--- src/hw/mem_consts.svh ---
`ifndef MEM_CONSTS_SVH
`define MEM_CONSTS_SVH

// Processor side widths
`define ADDR_WIDTH      32
`define DATA_WIDTH      32

// Byte lanes per data word
`define BE_WIDTH        (`DATA_WIDTH / 8)

// Backing memory decodes 12 byte address bits
`define MEM_ADDR_WIDTH  12

// Word index as carried in a request
`define WORD_IDX_WIDTH  (`MEM_ADDR_WIDTH - 2)

// Depth of the backing memory in words
`define MEM_WORDS       (1 << `WORD_IDX_WIDTH)

// Line counts per cache level, powers of two
`define L1_LINES        4
`define L2_LINES        16
`define L3_LINES        64

`endif

--- src/hw/mem_pkg.sv ---
package mem_pkg;

`include "mem_consts.svh"

    // Load/store size code, encoding follows the core's decoder
    typedef enum logic [2:0] {
        SIZE_B  = 3'd0,     // Signed byte
        SIZE_H  = 3'd1,     // Signed half
        SIZE_W  = 3'd2,
        SIZE_BU = 3'd4,     // Unsigned byte
        SIZE_HU = 3'd5      // Unsigned half
    } size_e;

    // Where a read was served from
    typedef enum logic [1:0] {
        HIT_L1,
        HIT_L2,
        HIT_L3,
        HIT_MEM
    } hit_level_e;

    typedef struct packed {
        logic                       write;
        logic [`WORD_IDX_WIDTH-1:0] word_idx;
        logic [`BE_WIDTH-1:0]       byte_en;    // Already shifted to the lane
        logic [`DATA_WIDTH-1:0]     wdata;      // Replicated into the lanes
        size_e                      size;
        logic [1:0]                 offset;
    } mem_req_t;

    typedef struct packed {
        logic                   hit;
        logic [`DATA_WIDTH-1:0] data;
    } lookup_t;

endpackage

--- src/hw/cache_level.sv ---
`timescale 1ns/10ps

`include "mem_consts.svh"

module cache_level import mem_pkg::*; #(
    parameter int LINES = 4
) (
    input  logic        clk,
    input  logic        rst_n_i,
    input  logic        access_i,
    input  mem_req_t    req_i,
    input  lookup_t     below_i,
    output lookup_t     resolved_o,
    output logic        hit_o
);
    localparam int IDX_W = $clog2(LINES);
    localparam int TAG_W = `WORD_IDX_WIDTH - IDX_W;

    // Line storage
    logic [TAG_W-1:0]       tag_q  [LINES];
    logic [`DATA_WIDTH-1:0] data_q [LINES];
    logic [LINES-1:0]       valid_q;

    logic [IDX_W-1:0]       idx;
    logic [TAG_W-1:0]       tag;
    logic                   hit;
    logic                   fill;
    logic                   wr_hit;

    if ((1 << IDX_W) != LINES || IDX_W == 0) begin : g_bad_lines
        $error("cache_level: LINES must be a power of two above one");
    end

    assign idx = req_i.word_idx[IDX_W-1:0];
    assign tag = req_i.word_idx[`WORD_IDX_WIDTH-1:IDX_W];

    assign hit    = valid_q[idx] && (tag_q[idx] == tag);
    assign fill   = access_i && !req_i.write && !hit;  // Read miss allocates
    assign wr_hit = access_i && req_i.write && hit;    // Write miss does not

    // Own word on a hit, otherwise pass the lower level through
    assign resolved_o.hit  = hit | below_i.hit;
    assign resolved_o.data = hit ? data_q[idx] : below_i.data;
    assign hit_o           = hit;

    always_ff @(posedge clk or negedge rst_n_i) begin
        if (!rst_n_i) begin
            valid_q <= '0;
        end else if (fill) begin
            valid_q[idx] <= 1'b1;
        end
    end

    always_ff @(posedge clk) begin
        if (fill) begin
            tag_q[idx]  <= tag;
            data_q[idx] <= below_i.data;
        end else if (wr_hit) begin
            // Merge the enabled lanes in place
            for (int b = 0; b < `BE_WIDTH; b++) begin
                if (req_i.byte_en[b]) begin
                    data_q[idx][8*b +: 8] <= req_i.wdata[8*b +: 8];
                end
            end
        end
    end

    // A write leaves the set of valid lines untouched, so nothing was filled
    a_no_fill_on_write: assert property (@(posedge clk) disable iff (!rst_n_i)
        (access_i && req_i.write) |=> $stable(valid_q));

endmodule

--- config.mk ---
export PLATFORM = sky130hd
export DESIGN_NAME = cache_level
export DESIGN_NICKNAME = d
export VERILOG_FILES = /design/src/hw/mem_pkg.sv /design/src/hw/cache_level.sv
export VERILOG_INCLUDE_DIRS = /design/src /design/src/hw
export SDC_FILE = /design/constraint.sdc
export NUM_CORES = 1
export LEC_CHECK = 0
export BUFFER_PORTS_ARGS = -buffer_cell sky130_fd_sc_hd__buf_2
export CORE_ASPECT_RATIO = 0.75
export CORE_MARGIN = 10
export CORE_UTILIZATION = 51
export DETAILED_ROUTE_END_ITERATION = 8
export GPL_ROUTABILITY_DRIVEN = 1
export PLACE_DENSITY_LB_ADDON = 0.12
export SKIP_CTS_REPAIR_TIMING = 1
export SLEW_MARGIN = 15
export SYNTH_ARGS = -nofsm -noshare
export SYNTH_HDL_FRONTEND = slang
export SYNTH_SLANG_ARGS = --single-unit
--- constraint.sdc ---
create_clock -name clk -period 3.2 [get_ports clk]
set_input_delay 0.16 -clock clk [delete_from_list [all_inputs] [get_ports clk]]
set_output_delay 0.16 -clock clk [all_outputs]
set_load 0.02 [all_outputs]
==> run_summary.xml <==
<?xml version="1.0" encoding="UTF-8"?>
<metrics>
  <group name="sta">
    <metric name="post-route-min-period" unit="ps">3070</metric>
    <metric name="timing.final.setup_violations" unit="">0</metric>
    <metric name="timing.fmax" unit="MHz">326</metric>
    <metric name="maxSlewHeadroom" unit="">0.671</metric>
    <metric name="finalHoldViolCount" unit="">0</metric>
    <metric name="hold_slack" unit="ps">2.03</metric>
    <metric name="worst_clock_skew" unit="ps">6.98</metric>
    <metric name="finalMaxSlewViolations" unit="">0</metric>
    <metric name="fin_setup_tns" unit="ps">0</metric>
    <metric name="grt_setup_unrepaired" unit="">false</metric>
    <metric name="tightest_slew" unit="ps">489</metric>
    <metric name="final.period_utilization" unit="">0.959</metric>
  </group>
  <group name="setup_path">
    <metric name="cp-end-kind" unit="">output port</metric>
    <metric name="worst_path_dominant_cell_family" unit="">multiplexers</metric>
    <metric name="crit_path_max_fanout" unit="">17</metric>
    <metric name="timing.critical_path.required" unit="ps">3040</metric>
    <metric name="cp-start-kind" unit="">register</metric>
    <metric name="max_stage_delay" unit="ps">510</metric>
    <metric name="worst-path-buf-inv" unit="">2</metric>
    <metric name="worst-setup-path-type" unit="">register to output port</metric>
    <metric name="crit_arrival" unit="ps">2910</metric>
    <metric name="crit_path_top_delay_cell" unit="">mux4_2</metric>
    <metric name="cp_cell_sequence" unit="">mux4_2 -&gt; xnor2_2 -&gt; nand3_4 -&gt; or3_4 -&gt; bufinv_16 -&gt; mux2_2 -&gt; buf_2</metric>
  </group>
  <group name="floorplan">
    <metric name="start_util" unit="">0.529</metric>
    <metric name="dieHeight" unit="um">124</metric>
    <metric name="number_of_placed_i_o_pins" unit="">122</metric>
    <metric name="area_of_the_die" unit="um2">19600</metric>
    <metric name="cell_row_count" unit="">37</metric>
    <metric name="core_area" unit="um2">13900</metric>
    <metric name="die_width" unit="um">159</metric>
  </group>
  <group name="route">
    <metric name="routed-via-count" unit="">3799</metric>
    <metric name="drt-initial-drc-count" unit="">195</metric>
    <metric name="detailedRoute.firstPassIterationCount" unit="">5</metric>
    <metric name="wl_per_cell" unit="um">21.3</metric>
    <metric name="via_per_inst" unit="">5.50</metric>
    <metric name="drcViolationCount" unit="">0</metric>
    <metric name="route.antenna.remaining_nets" unit="">0</metric>
    <metric name="routed_wl" unit="um">14700</metric>
  </group>
  <group name="finish">
    <metric name="layout.filler_cells" unit="">984</metric>
    <metric name="layout.cells.most_common_list" unit="">160 x edfxtp_1, 115 x buf_2, 41 x mux4_2, 35 x mux2_2, 33 x buf_4</metric>
    <metric name="antennaDiodeCount" unit="">0</metric>
    <metric name="layout.cells.most_common" unit="">edfxtp_1</metric>
    <metric name="drive_gt1_frac" unit="">0.576</metric>
    <metric name="flow.area_growth_from_synthesis" unit="%">21.2</metric>
    <metric name="nNetsFinal" unit="">592</metric>
    <metric name="layoutNonFillerInstCount" unit="">691</metric>
    <metric name="final_core_utilization" unit="">0.641</metric>
  </group>
  <group name="placed_design">
    <metric name="post-dp-hpwl" unit="um">10100</metric>
    <metric name="portBuffers" unit="">116</metric>
    <metric name="post-place-cells" unit="">654</metric>
    <metric name="gpl.final_weighted_congestion" unit="">0.746</metric>
  </group>
  <group name="power_and_ir_drop">
    <metric name="total_leakage_power" unit="nW">3.21</metric>
    <metric name="power.density" unit="nW/um2">543</metric>
    <metric name="worst_ir_drop_vdd" unit="mV">0.606</metric>
    <metric name="total_power" unit="mW">4.83</metric>
  </group>
  <group name="global_route">
    <metric name="track_usage" unit="">0.153</metric>
    <metric name="groute.layer.met2.usage" unit="">0.245</metric>
    <metric name="grt_util_met3" unit="">0.0517</metric>
    <metric name="grt_max_degree" unit="">34</metric>
    <metric name="grt_first_pass_wirelength" unit="um">22300</metric>
    <metric name="overflow" unit="">0</metric>
    <metric name="gr-usage-met1" unit="">0.192</metric>
    <metric name="antenna_violations_before_repair" unit="">0</metric>
    <metric name="grt_most_used_layer" unit="">met2</metric>
    <metric name="first_global_vias" unit="">4071</metric>
  </group>
  <group name="yosys">
    <metric name="synth-compound-area-share" unit="">0.0205</metric>
    <metric name="synth-seq-area-share" unit="">0.668</metric>
    <metric name="register_bit_total_from_synthesis" unit="">164</metric>
    <metric name="syn_nets" unit="">436</metric>
    <metric name="yosysTopAreaCell" unit="">edfxtp_1</metric>
    <metric name="synth-warning-count" unit="">0</metric>
    <metric name="main_combinational_cell_family_by_area_after_synthesis" unit="">multiplexers</metric>
    <metric name="yosys.area_share.adder" unit="">0</metric>
    <metric name="synth_area" unit="um2">7340</metric>
    <metric name="post_synth_inst_count" unit="">348</metric>
    <metric name="post_synth_main_area_contributors" unit="">edfxtp_1 65%, mux4_2 13%, mux2_4 5.9%</metric>
    <metric name="post_synth_mux_area_share" unit="">0.239</metric>
    <metric name="post_synth_num_cell_types" unit="">26</metric>
    <metric name="synth_top_area_share" unit="">0.655</metric>
    <metric name="synth_xor_xnor_area_share" unit="">0.0167</metric>
    <metric name="post_synthesis_area_per_instance" unit="um2">21.1</metric>
    <metric name="simple_gate_area_share_of_the_yosys_netlist" unit="">0.0336</metric>
  </group>
  <group name="clocking">
    <metric name="cts.sinks" unit="">164</metric>
    <metric name="cts_htree_levels" unit="">4</metric>
    <metric name="clockRootBuffer" unit="">clkbuf_16</metric>
    <metric name="cts.clk_slew.worst_paths" unit="ps">60</metric>
    <metric name="tritoncts" unit="">built</metric>
    <metric name="cts_buffer_depth" unit="">2</metric>
    <metric name="cts_inserted_buffers" unit="">17</metric>
    <metric name="clk_latency" unit="ps">420</metric>
  </group>
  <group name="status">
    <metric name="outcome" unit="">completed</metric>
  </group>
  <group name="worst_hold_path">
    <metric name="min_path_type" unit="">input pin to register</metric>
  </group>
  <group name="flow_run">
    <metric name="max-cap-violations" unit="">0</metric>
  </group>
</metrics>
-- cell families (layout without fill, tap and decap cells) --
logic type                count (synthesis)  in the layout
AOI/OAI and AO/OA                        20             20
buffers and inverters                    22            190
muxes                                   105            105
DFF                                     164            164
xor gates and xnor gates                  8              8
and+or+nand+nor                          29             29
-- sequential cells by signal, indices dropped and copies added (netlist names) --
signal,count
tag_q,32
data_q,128
valid_q,4
-- routing by layer --
layer  up-vias  wire (um)
met5         -          0
met4         0        120
met3        12        796
met2       100       7360
met1      1917       6420
li1       1770          -
-- path summary, 6_finish.rpt --
check | from | to | slack (ps) | cells after the start
setup / recovery | tag_q[3][5]$_DFFE_PP_ | resolved_o[1] | 130 | 7
hold / removal | req_i[46] | tag_q[2][3]$_DFFE_PP_ | 2 | 1
setup reg to reg | tag_q[3][5]$_DFFE_PP_ | data_q[2][6]$_DFFE_PP_ | 460 | 7
hold reg to reg | valid_q[1]$_DFFE_PN0P_ | valid_q[1]$_DFFE_PN0P_ | 470 | 1
max in group asynchronous | rst_n_i | valid_q[0]$_DFFE_PN0P_ | 2990 | 2
min in group asynchronous | rst_n_i | valid_q[2]$_DFFE_PN0P_ | 80 | 2
-- cells in the mapped netlist --
library cell and n:
buf_6 3, mux2_2 35, buf_12 3, nand2_2 1, or3_1 1, inv_1 4, xnor2_1 1, nor4_4 4
o31ai_1 20, inv_8 1, nand2b_1 5, mux2_4 29, nand3_4 1, nand4_4 1, nand2_1 4, mux4_2 41
nand3b_1 2, nand3_1 5, nor2_1 4, or3b_2 1, buf_2 2, dfrtp_1 4, edfxtp_1 160, buf_1 2
clkbuf_1 7, xnor2_2 7
-- where the power goes --
part           total (mW)  switching, mW  internal, mW
registers            2.45         0.0148          2.43
logic               0.422          0.215         0.207
clock network        1.96          0.755          1.21
-- area by class of cell --
type	instances	area [um2]	area share
clock inverter	12	139	0.0156
timing repair inverter	1	8.76	0.000984
tap	175	219	0.0246
sequential	164	4900	0.551
timing repair buffer	153	873	0.0981
inverter	5	45.0	0.00506
multi-input combinational	162	2280	0.256
clock buffer	19	433	0.0486
-- stage by stage --
stage / worst slack (ps) / instance area, um2
3_5_place_dp: 156 / 8250
2_1_floorplan: 190 / 7340
6_report: 133 / 8900
3_3_place_gp: 263 / 8250
5_1_grt: 16.5 / 8900
4_1_cts: -117 / 8820
(Power assumes the default switching activity.)
