$ cat src/hw/mem_consts.svh
`ifndef MEM_CONSTS_SVH
`define MEM_CONSTS_SVH

// Processor side widths
`define ADDR_WIDTH      32
`define DATA_WIDTH      32

// Byte lanes per data word
`define BE_WIDTH        (`DATA_WIDTH / 8)

// Backing memory decodes 12 byte address bits
`define MEM_ADDR_WIDTH  12

// Word index as carried in a request
`define WORD_IDX_WIDTH  (`MEM_ADDR_WIDTH - 2)

// Depth of the backing memory in words
`define MEM_WORDS       (1 << `WORD_IDX_WIDTH)

// Line counts per cache level, powers of two
`define L1_LINES        4
`define L2_LINES        16
`define L3_LINES        64

`endif

$ cat src/hw/mem_pkg.sv
package mem_pkg;

`include "mem_consts.svh"

    // Load/store size code, encoding follows the core's decoder
    typedef enum logic [2:0] {
        SIZE_B  = 3'd0,     // Signed byte
        SIZE_H  = 3'd1,     // Signed half
        SIZE_W  = 3'd2,
        SIZE_BU = 3'd4,     // Unsigned byte
        SIZE_HU = 3'd5      // Unsigned half
    } size_e;

    // Where a read was served from
    typedef enum logic [1:0] {
        HIT_L1,
        HIT_L2,
        HIT_L3,
        HIT_MEM
    } hit_level_e;

    typedef struct packed {
        logic                       write;
        logic [`WORD_IDX_WIDTH-1:0] word_idx;
        logic [`BE_WIDTH-1:0]       byte_en;    // Already shifted to the lane
        logic [`DATA_WIDTH-1:0]     wdata;      // Replicated into the lanes
        size_e                      size;
        logic [1:0]                 offset;
    } mem_req_t;

    typedef struct packed {
        logic                   hit;
        logic [`DATA_WIDTH-1:0] data;
    } lookup_t;

endpackage

$ cat src/hw/load_store_unit.sv
`timescale 1ns/10ps

`include "mem_consts.svh"

module load_store_unit import mem_pkg::*; (
    input  logic                    clk,
    input  logic                    access_i,
    input  logic                    mem_write_i,
    input  size_e                   size_src_i,
    input  logic [`ADDR_WIDTH-1:0]  addr_i,
    input  logic [`DATA_WIDTH-1:0]  write_data_i,
    input  logic [`DATA_WIDTH-1:0]  word_i,
    output mem_req_t                req_o,
    output logic [`DATA_WIDTH-1:0]  load_data_o
);
    logic [1:0]             offset;
    logic [`BE_WIDTH-1:0]   be_base;
    logic [`DATA_WIDTH-1:0] store_data;
    logic [`DATA_WIDTH-1:0] shifted_word;
    logic [7:0]             load_byte;
    logic [15:0]            load_half;

    assign offset = addr_i[1:0];

    // Enable pattern and lane replication by size
    always_comb begin
        case (size_src_i)
            SIZE_B, SIZE_BU: begin
                be_base    = 4'b0001;
                store_data = {4{write_data_i[7:0]}};
            end
            SIZE_H, SIZE_HU: begin
                be_base    = 4'b0011;
                store_data = {2{write_data_i[15:0]}};
            end
            SIZE_W: begin
                be_base    = 4'b1111;
                store_data = write_data_i;
            end
            default: begin
                be_base    = 4'b0000;   // Nothing gets written
                store_data = write_data_i;
            end
        endcase
    end

    assign req_o.write    = mem_write_i;
    assign req_o.word_idx = addr_i[`MEM_ADDR_WIDTH-1:2];
    assign req_o.byte_en  = be_base << offset;
    assign req_o.wdata    = store_data;
    assign req_o.size     = size_src_i;
    assign req_o.offset   = offset;

    // Load side
    assign shifted_word = word_i >> {req_o.offset, 3'b000};
    assign load_byte    = shifted_word[7:0];
    assign load_half    = req_o.offset[1] ? word_i[31:16] : word_i[15:0];

    always_comb begin
        case (req_o.size)
            SIZE_B:  load_data_o = {{24{load_byte[7]}}, load_byte};
            SIZE_BU: load_data_o = {24'd0, load_byte};
            SIZE_H:  load_data_o = {{16{load_half[15]}}, load_half};
            SIZE_HU: load_data_o = {16'd0, load_half};
            default: load_data_o = word_i;
        endcase
    end

    a_size_known: assert property (@(posedge clk)
        access_i |-> size_src_i inside {SIZE_B, SIZE_H, SIZE_W, SIZE_BU, SIZE_HU});

    // Misaligned accesses are not supported anywhere in the hierarchy
    a_aligned: assert property (@(posedge clk)
        access_i |-> !((size_src_i == SIZE_H || size_src_i == SIZE_HU) && addr_i[0])
                  && !(size_src_i == SIZE_W && addr_i[1:0] != 2'b00));

endmodule

$ cat config.mk
export PLATFORM = sky130hd
export DESIGN_NAME = load_store_unit
export DESIGN_NICKNAME = d
export VERILOG_FILES = /design/src/hw/mem_pkg.sv /design/src/hw/load_store_unit.sv
export VERILOG_INCLUDE_DIRS = /design/src /design/src/hw
export SDC_FILE = /design/constraint.sdc
export NUM_CORES = 1
export LEC_CHECK = 0
export BUFFER_PORTS_ARGS = -buffer_cell sky130_fd_sc_hd__buf_2
export CAP_MARGIN = 10
export CORE_AREA = 3 3 70 72
export DETAILED_ROUTE_END_ITERATION = 6
export DIE_AREA = 0 0 73 75
export MAX_ROUTING_LAYER = met4
export PLACE_DENSITY_LB_ADDON = 0.12
export SYNTH_ARGS = -nofsm -noshare
export SYNTH_HDL_FRONTEND = slang
export SYNTH_SLANG_ARGS = --single-unit
$ cat constraint.sdc
create_clock -name vclk -period 2.9
set_input_delay 0 -clock vclk [all_inputs]
set_output_delay 0 -clock vclk [all_outputs]
set_load 0.02 [all_outputs]
==> results of run 1 <==
[worst min path at each step]
stage	depth (start not counted)	endpoint	slack [ns]	start
floorplan	1	req_o[0]	0.11	addr_i[0]
global placement	0	req_o[46]	0.0001	addr_i[7]
detailed placement	0	req_o[46]	0.0001	addr_i[7]
CTS	0	req_o[46]	0.0001	addr_i[7]
global route	0	req_o[41]	0.00003	addr_i[2]
finish	0	req_o[47]	0.000009	addr_i[8]
[power breakdown]
group	leakage (nW)	switching, W	internal (W)
combinational	1.02	0.000240	0.000156
sequential	0	0	0
clock	0	0	0
[cells in the final DEF, fill, tap and decap left out, drive strengths merged]
master / count
a211oi: 15
a21o: 1
a21oi: 8
a221o: 5
a22o: 1
a32oi: 1
and2: 1
buf: 144
inv: 2
mux2: 23
mux2i: 8
mux4: 1
nand2: 44
nand2b: 1
nand3b: 1
nor2: 8
nor2b: 8
nor3: 11
nor3b: 1
o21a: 1
o21ai: 9
o21bai: 1
o22a: 1
o31ai: 1
or3b: 1
[logic make-up (layout without fill, tap and decap cells)]
logic type,Yosys count,count (layout),share of synthesized area (%)
AOI/OAI and AO/OA,44,44,24.9
and+or+nand+nor,76,76,26.2
buffers and inverters,43,146,21.0
muxes,32,32,27.9
[layer usage]
layer	wire length, µm	part of all wire [%]	vias to the layer above	GRT usage, %
met2	2360	50	101	31.1
met1	1870	39	734	18.5
li1	-	-	874	-
met4	0	0	0	0.205
met5	0	0	-	-
met3	531	11	0	2.14
[metrics by stage]
step           hold WS (ns)  cells
2_1_floorplan         0.113    195
3_3_place_gp       0.000137    350
3_5_place_dp       0.000137    350
4_1_cts            0.000137    350
5_1_grt           0.0000327    350
6_report         0.00000886    350
[cell type report]
class,instances,area share (%)
repair buffers,144,39.8
inverters,2,0.412
well taps,52,3.57
multi-input cells,152,56.2
==> impl_metrics.csv, run 1 <==
group,metric,value,unit
run_status,status,"complete, no violations",
drt,routed_wl,4770,µm
setup_path,cp.required,2.90,ns
synthesis,synth_nets,297,
placed_design,post-place-ws,1.10,ns
timing,setup_viol,0,
finish,drive_above_1_share,57.4,%
setup_path,slowest_delay,0.85,ns
synthesis,synth_top_area_share,20.0,%
drt,vias_per_cell,4.88,
timing,final.setup.tns,0,ns
finish,post-route-util,41.8,%
timing,relSlewSlack,35.2,%
timing,tightest_slew,0.970,ns
setup_path,timing.critical_path.to_type,"output port",
floorplan,rows,24,
drt,vias,1709,
setup_path,start_kind,"input pin",
setup_path,path_depth,5,
timing,hold_viol_final,0,
synthesis,synth_top_area_cell,"mux2_2",
floorplan,dieWidth,73,µm
setup_path,critical-path-top-delay-family,"simple AND/OR/NAND/NOR gates",
setup_path,critPathBufInv,2,
setup_path,critical_path.most_common_cell,"buf_2",
synthesis,synth.distinct_cells,28,
finish,regArea,0,µm²
placed_design,portBuffers,142,
synthesis,synthCells,195,
floorplan,core,0.00435,mm²
timing,period_needed,1.73,ns
finish,clock_buffers,0,
setup_path,crit_start,"size_src_i[0]",
drt,dr.pass1.iters,4,
finish,antennaDiodeCount,0,
synthesis,synth-seq-area-share,0,%
power_and_ir_drop,power.total,0.000396,W
clock_network,ctsHoldBuffers,0,
drt,wl_per_cell,13.6,µm
setup_path,crit_type,"input pin to output port",
setup_path,worst-path-max-fanout,27,
setup_path,arrival,1.73,ns
synthesis,ys_warn_count,0,
timing,worst_slack,1.17,ns
drt,drt-initial-drc-count,50,
grt,grt.total_usage,16.1,%
synthesis,synth.most_common_cell,"nand2_1",
placed_design,place_area,0.00182,mm²
grt,grt_first_pass_wirelength,7040,µm
floorplan,die_h,75,µm
grt,grt_pass1_vias,1567,
placed_design,dpl.hpwl,3920,µm
run,drv_cap,0,
finish,multiInputGateArea,0.00102,mm²
power_and_ir_drop,vdd_drop_max,0.0906,mV
finish,n_fill_cell,488,
synthesis,synth_common_cells,"nand2_1 (44), buf_4 (24), mux2_2 (23), a211oi_1 (15)",
clock_network,post_cts_buffers,0,
finish,nNetsFinal,402,
placed_design,place.gp.congestion,0.854,
setup_path,crit_chain,"buf_2 -> nor3b_1 -> a211oi_1 -> nor3_1 -> buf_2",
drt,antenna_left,0,
worst_hold_path,hold_class,"input pin to output port",
floorplan,die_area,0.00548,mm²
grt,gr-total-overflow,0,
clock_network,cts_resized,0,
finish,syn_to_final_growth,40.7,%
floorplan,boundaryPins,186,
setup_path,cp-endpoint,"load_data_o[0]",
synthesis,synth_area,0.00129,mm²
grt,antenna_found_initial,0,
power_and_ir_drop,p_leak,1.02,nW
finish,seq_cells,0,
synthesis,synth.area.top_cells,"mux2_2 (20%), buf_4 (14%), nand2_1 (13%), a211oi_1 (8.7%), mux2i_1 (6.2%)",
floorplan,start_util,29.7,%
timing,rsz0062_at_grt,"no",
timing,fmax,578,MHz
grt,grt_max_degree,37,
timing,min_period_over_period,59.6,%
setup_path,slowest_stage,"nor3b_1",
drt,drc,0,
finish,stdcell_area,0.00182,mm²
synthesis,avgSynthCellArea,6.64,µm²
timing,drv_slew,0,
power_and_ir_drop,p_per_area,217,mW/mm²
Power figures use the tool's default switching activity.
==> inputs of run 2 (changes only) <==
==> constraint.sdc (replaced) <==
create_clock -name vclk -period 1.6
set_input_delay 0 -clock vclk [all_inputs]
set_output_delay 0 -clock vclk [all_outputs]
set_load 0.02 [all_outputs]
==> run 2 against run 1 <==
  * Sequential share of layout area is the same
  * Die area is the same
  * Setup slack lost 0.88 ns
  * Utilization grew 1.8 points
  * Non-clock buffer count grew 9
  * Critical path depth is the same
  * Via count grew 3.0%
  * First-iteration DRC count shrank 6.0%
  * Sequential cell count is the same
  * Power grew 88%
  * Critical path type unchanged
  * Largest cell class unchanged
  * Largest power group unchanged
  * Highest routed layer is now met4
==> impl_metrics.csv, run 2 (same netlist as run 1, synthesis figures left out) <==
group,metric,value,unit
drt,drc,0,
grt,gr-total-overflow,0,
grt,grt_max_degree,33,
setup_path,slowest_delay,0.57,ns
timing,rsz0062_at_grt,"no",
timing,min_period_over_period,81.5,%
floorplan,start_util,29.7,%
power_and_ir_drop,p_leak,1.07,nW
drt,antenna_left,0,
drt,vias_per_cell,4.91,
drt,dr.pass1.iters,4,
setup_path,arrival,1.30,ns
finish,syn_to_final_growth,46.9,%
finish,nNetsFinal,411,
placed_design,post-place-ws,0.291,ns
setup_path,timing.critical_path.to_type,"output port",
setup_path,critical_path.most_common_cell,"buf_2",
floorplan,boundaryPins,186,
finish,final_cells,359,
power_and_ir_drop,vdd_drop_max,0.157,mV
grt,grt_pass1_vias,1617,
placed_design,dpl.hpwl,3970,µm
setup_path,start_kind,"input pin",
timing,hold_ws,0.00000779,ns
timing,setup_viol,0,
drt,wl_per_cell,13.6,µm
finish,seq_cells,0,
clock_network,post_cts_buffers,0,
floorplan,die_area,0.00548,mm²
finish,antennaDiodeCount,0,
worst_hold_path,hold_start,"addr_i[11]",
drt,routed_wl,4870,µm
finish,final_cell_mix,"buf_2 (142), nand2_1 (44), mux2_2 (23)",
setup_path,crit_type,"input pin to output port",
run_status,status,"complete, no violations",
setup_path,crit_start,"addr_i[1]",
setup_path,slowest_stage,"mux4_2",
setup_path,cp.required,1.60,ns
grt,antenna_found_initial,0,
placed_design,place.gp.congestion,0.877,
timing,drv_slew,0,
floorplan,rows,24,
timing,relSlewSlack,62.1,%
placed_design,portBuffers,142,
floorplan,core,0.00435,mm²
placed_design,dp.cells,359,
setup_path,worst-path-max-fanout,5,
finish,clock_buffers,0,
worst_hold_path,hold_class,"input pin to output port",
clock_network,ctsHoldBuffers,0,
timing,worst_slack,0.296,ns
timing,period_needed,1.30,ns
timing,fmax,767,MHz
clock_network,cts_resized,0,
floorplan,dieWidth,73,µm
timing,tightest_slew,0.567,ns
power_and_ir_drop,p_per_area,391,mW/mm²
setup_path,cp-endpoint,"load_data_o[14]",
drt,drt-initial-drc-count,47,
drt,vias,1761,
timing,hold_viol_final,0,
grt,grt_first_pass_wirelength,7340,µm
floorplan,die_h,75,µm
finish,regArea,0,µm²
finish,final_common_cell,"buf_2",
setup_path,crit_chain,"buf_2 -> mux4_2 -> and2_4 -> a221o_1 -> buf_2",
timing,final.setup.tns,0,ns
finish,drive_above_1_share,58.6,%
run,drv_cap,0,
finish,n_fill_cell,480,
grt,grt.total_usage,16.7,%
==> run 2: worst min path at each step <==
stage / slack, ns / depth (start not counted) / end
floorplan: 0.11 / 1 / req_o[0]
global placement: 0.0001 / 0 / req_o[46]
detailed placement: 0.0001 / 0 / req_o[46]
CTS: 0.0001 / 0 / req_o[46]
global route: 0.00003 / 0 / req_o[41]
finish: 0.000008 / 0 / req_o[50]
==> run 2: cell type report <==
class                      instances  area [µm²]  area share (%)
tap                               52        65.1            3.42
multi-input combinational        152        1020            53.8
inverter                           2        7.51           0.395
timing repair buffer             153         806            42.4
==> run 2: per-layer routing <==
| layer | global-route usage (%) | part of all wire [%] |
|---|---|---|
| met5 | - | 0 |
| met4 | 0.820 | 0.041 |
| met3 | 3.20 | 12 |
| met2 | 31.1 | 49 |
| met1 | 19.4 | 39 |
==> run 2: worst max-delay path: cells and delay by family <==
family                 cells  cell delay (ns)
AO/OA/AOI/OAI              1             0.27
AND/OR/NAND/NOR            1             0.19
multiplexers               1             0.57
buffers and inverters      2             0.27
==> run 2: stage by stage <==
step | total power, W | util, % | cell area [µm²]
2_1_floorplan | 0.000517 | - | 1290
3_3_place_gp | 0.000750 | 43.7 | 1900
3_5_place_dp | 0.000750 | 43.7 | 1900
4_1_cts | 0.000753 | 43.7 | 1900
5_1_grt | 0.000810 | 43.7 | 1900
6_report | 0.000744 | 43.7 | 1900
==> run 2: where the power goes <==
group | total (W) | switching (W) | internal, W | leakage (nW)
clock | 0 | 0 | 0 | 0
combinational | 0.000744 | 0.000442 | 0.000302 | 1.07
sequential | 0 | 0 | 0 | 0
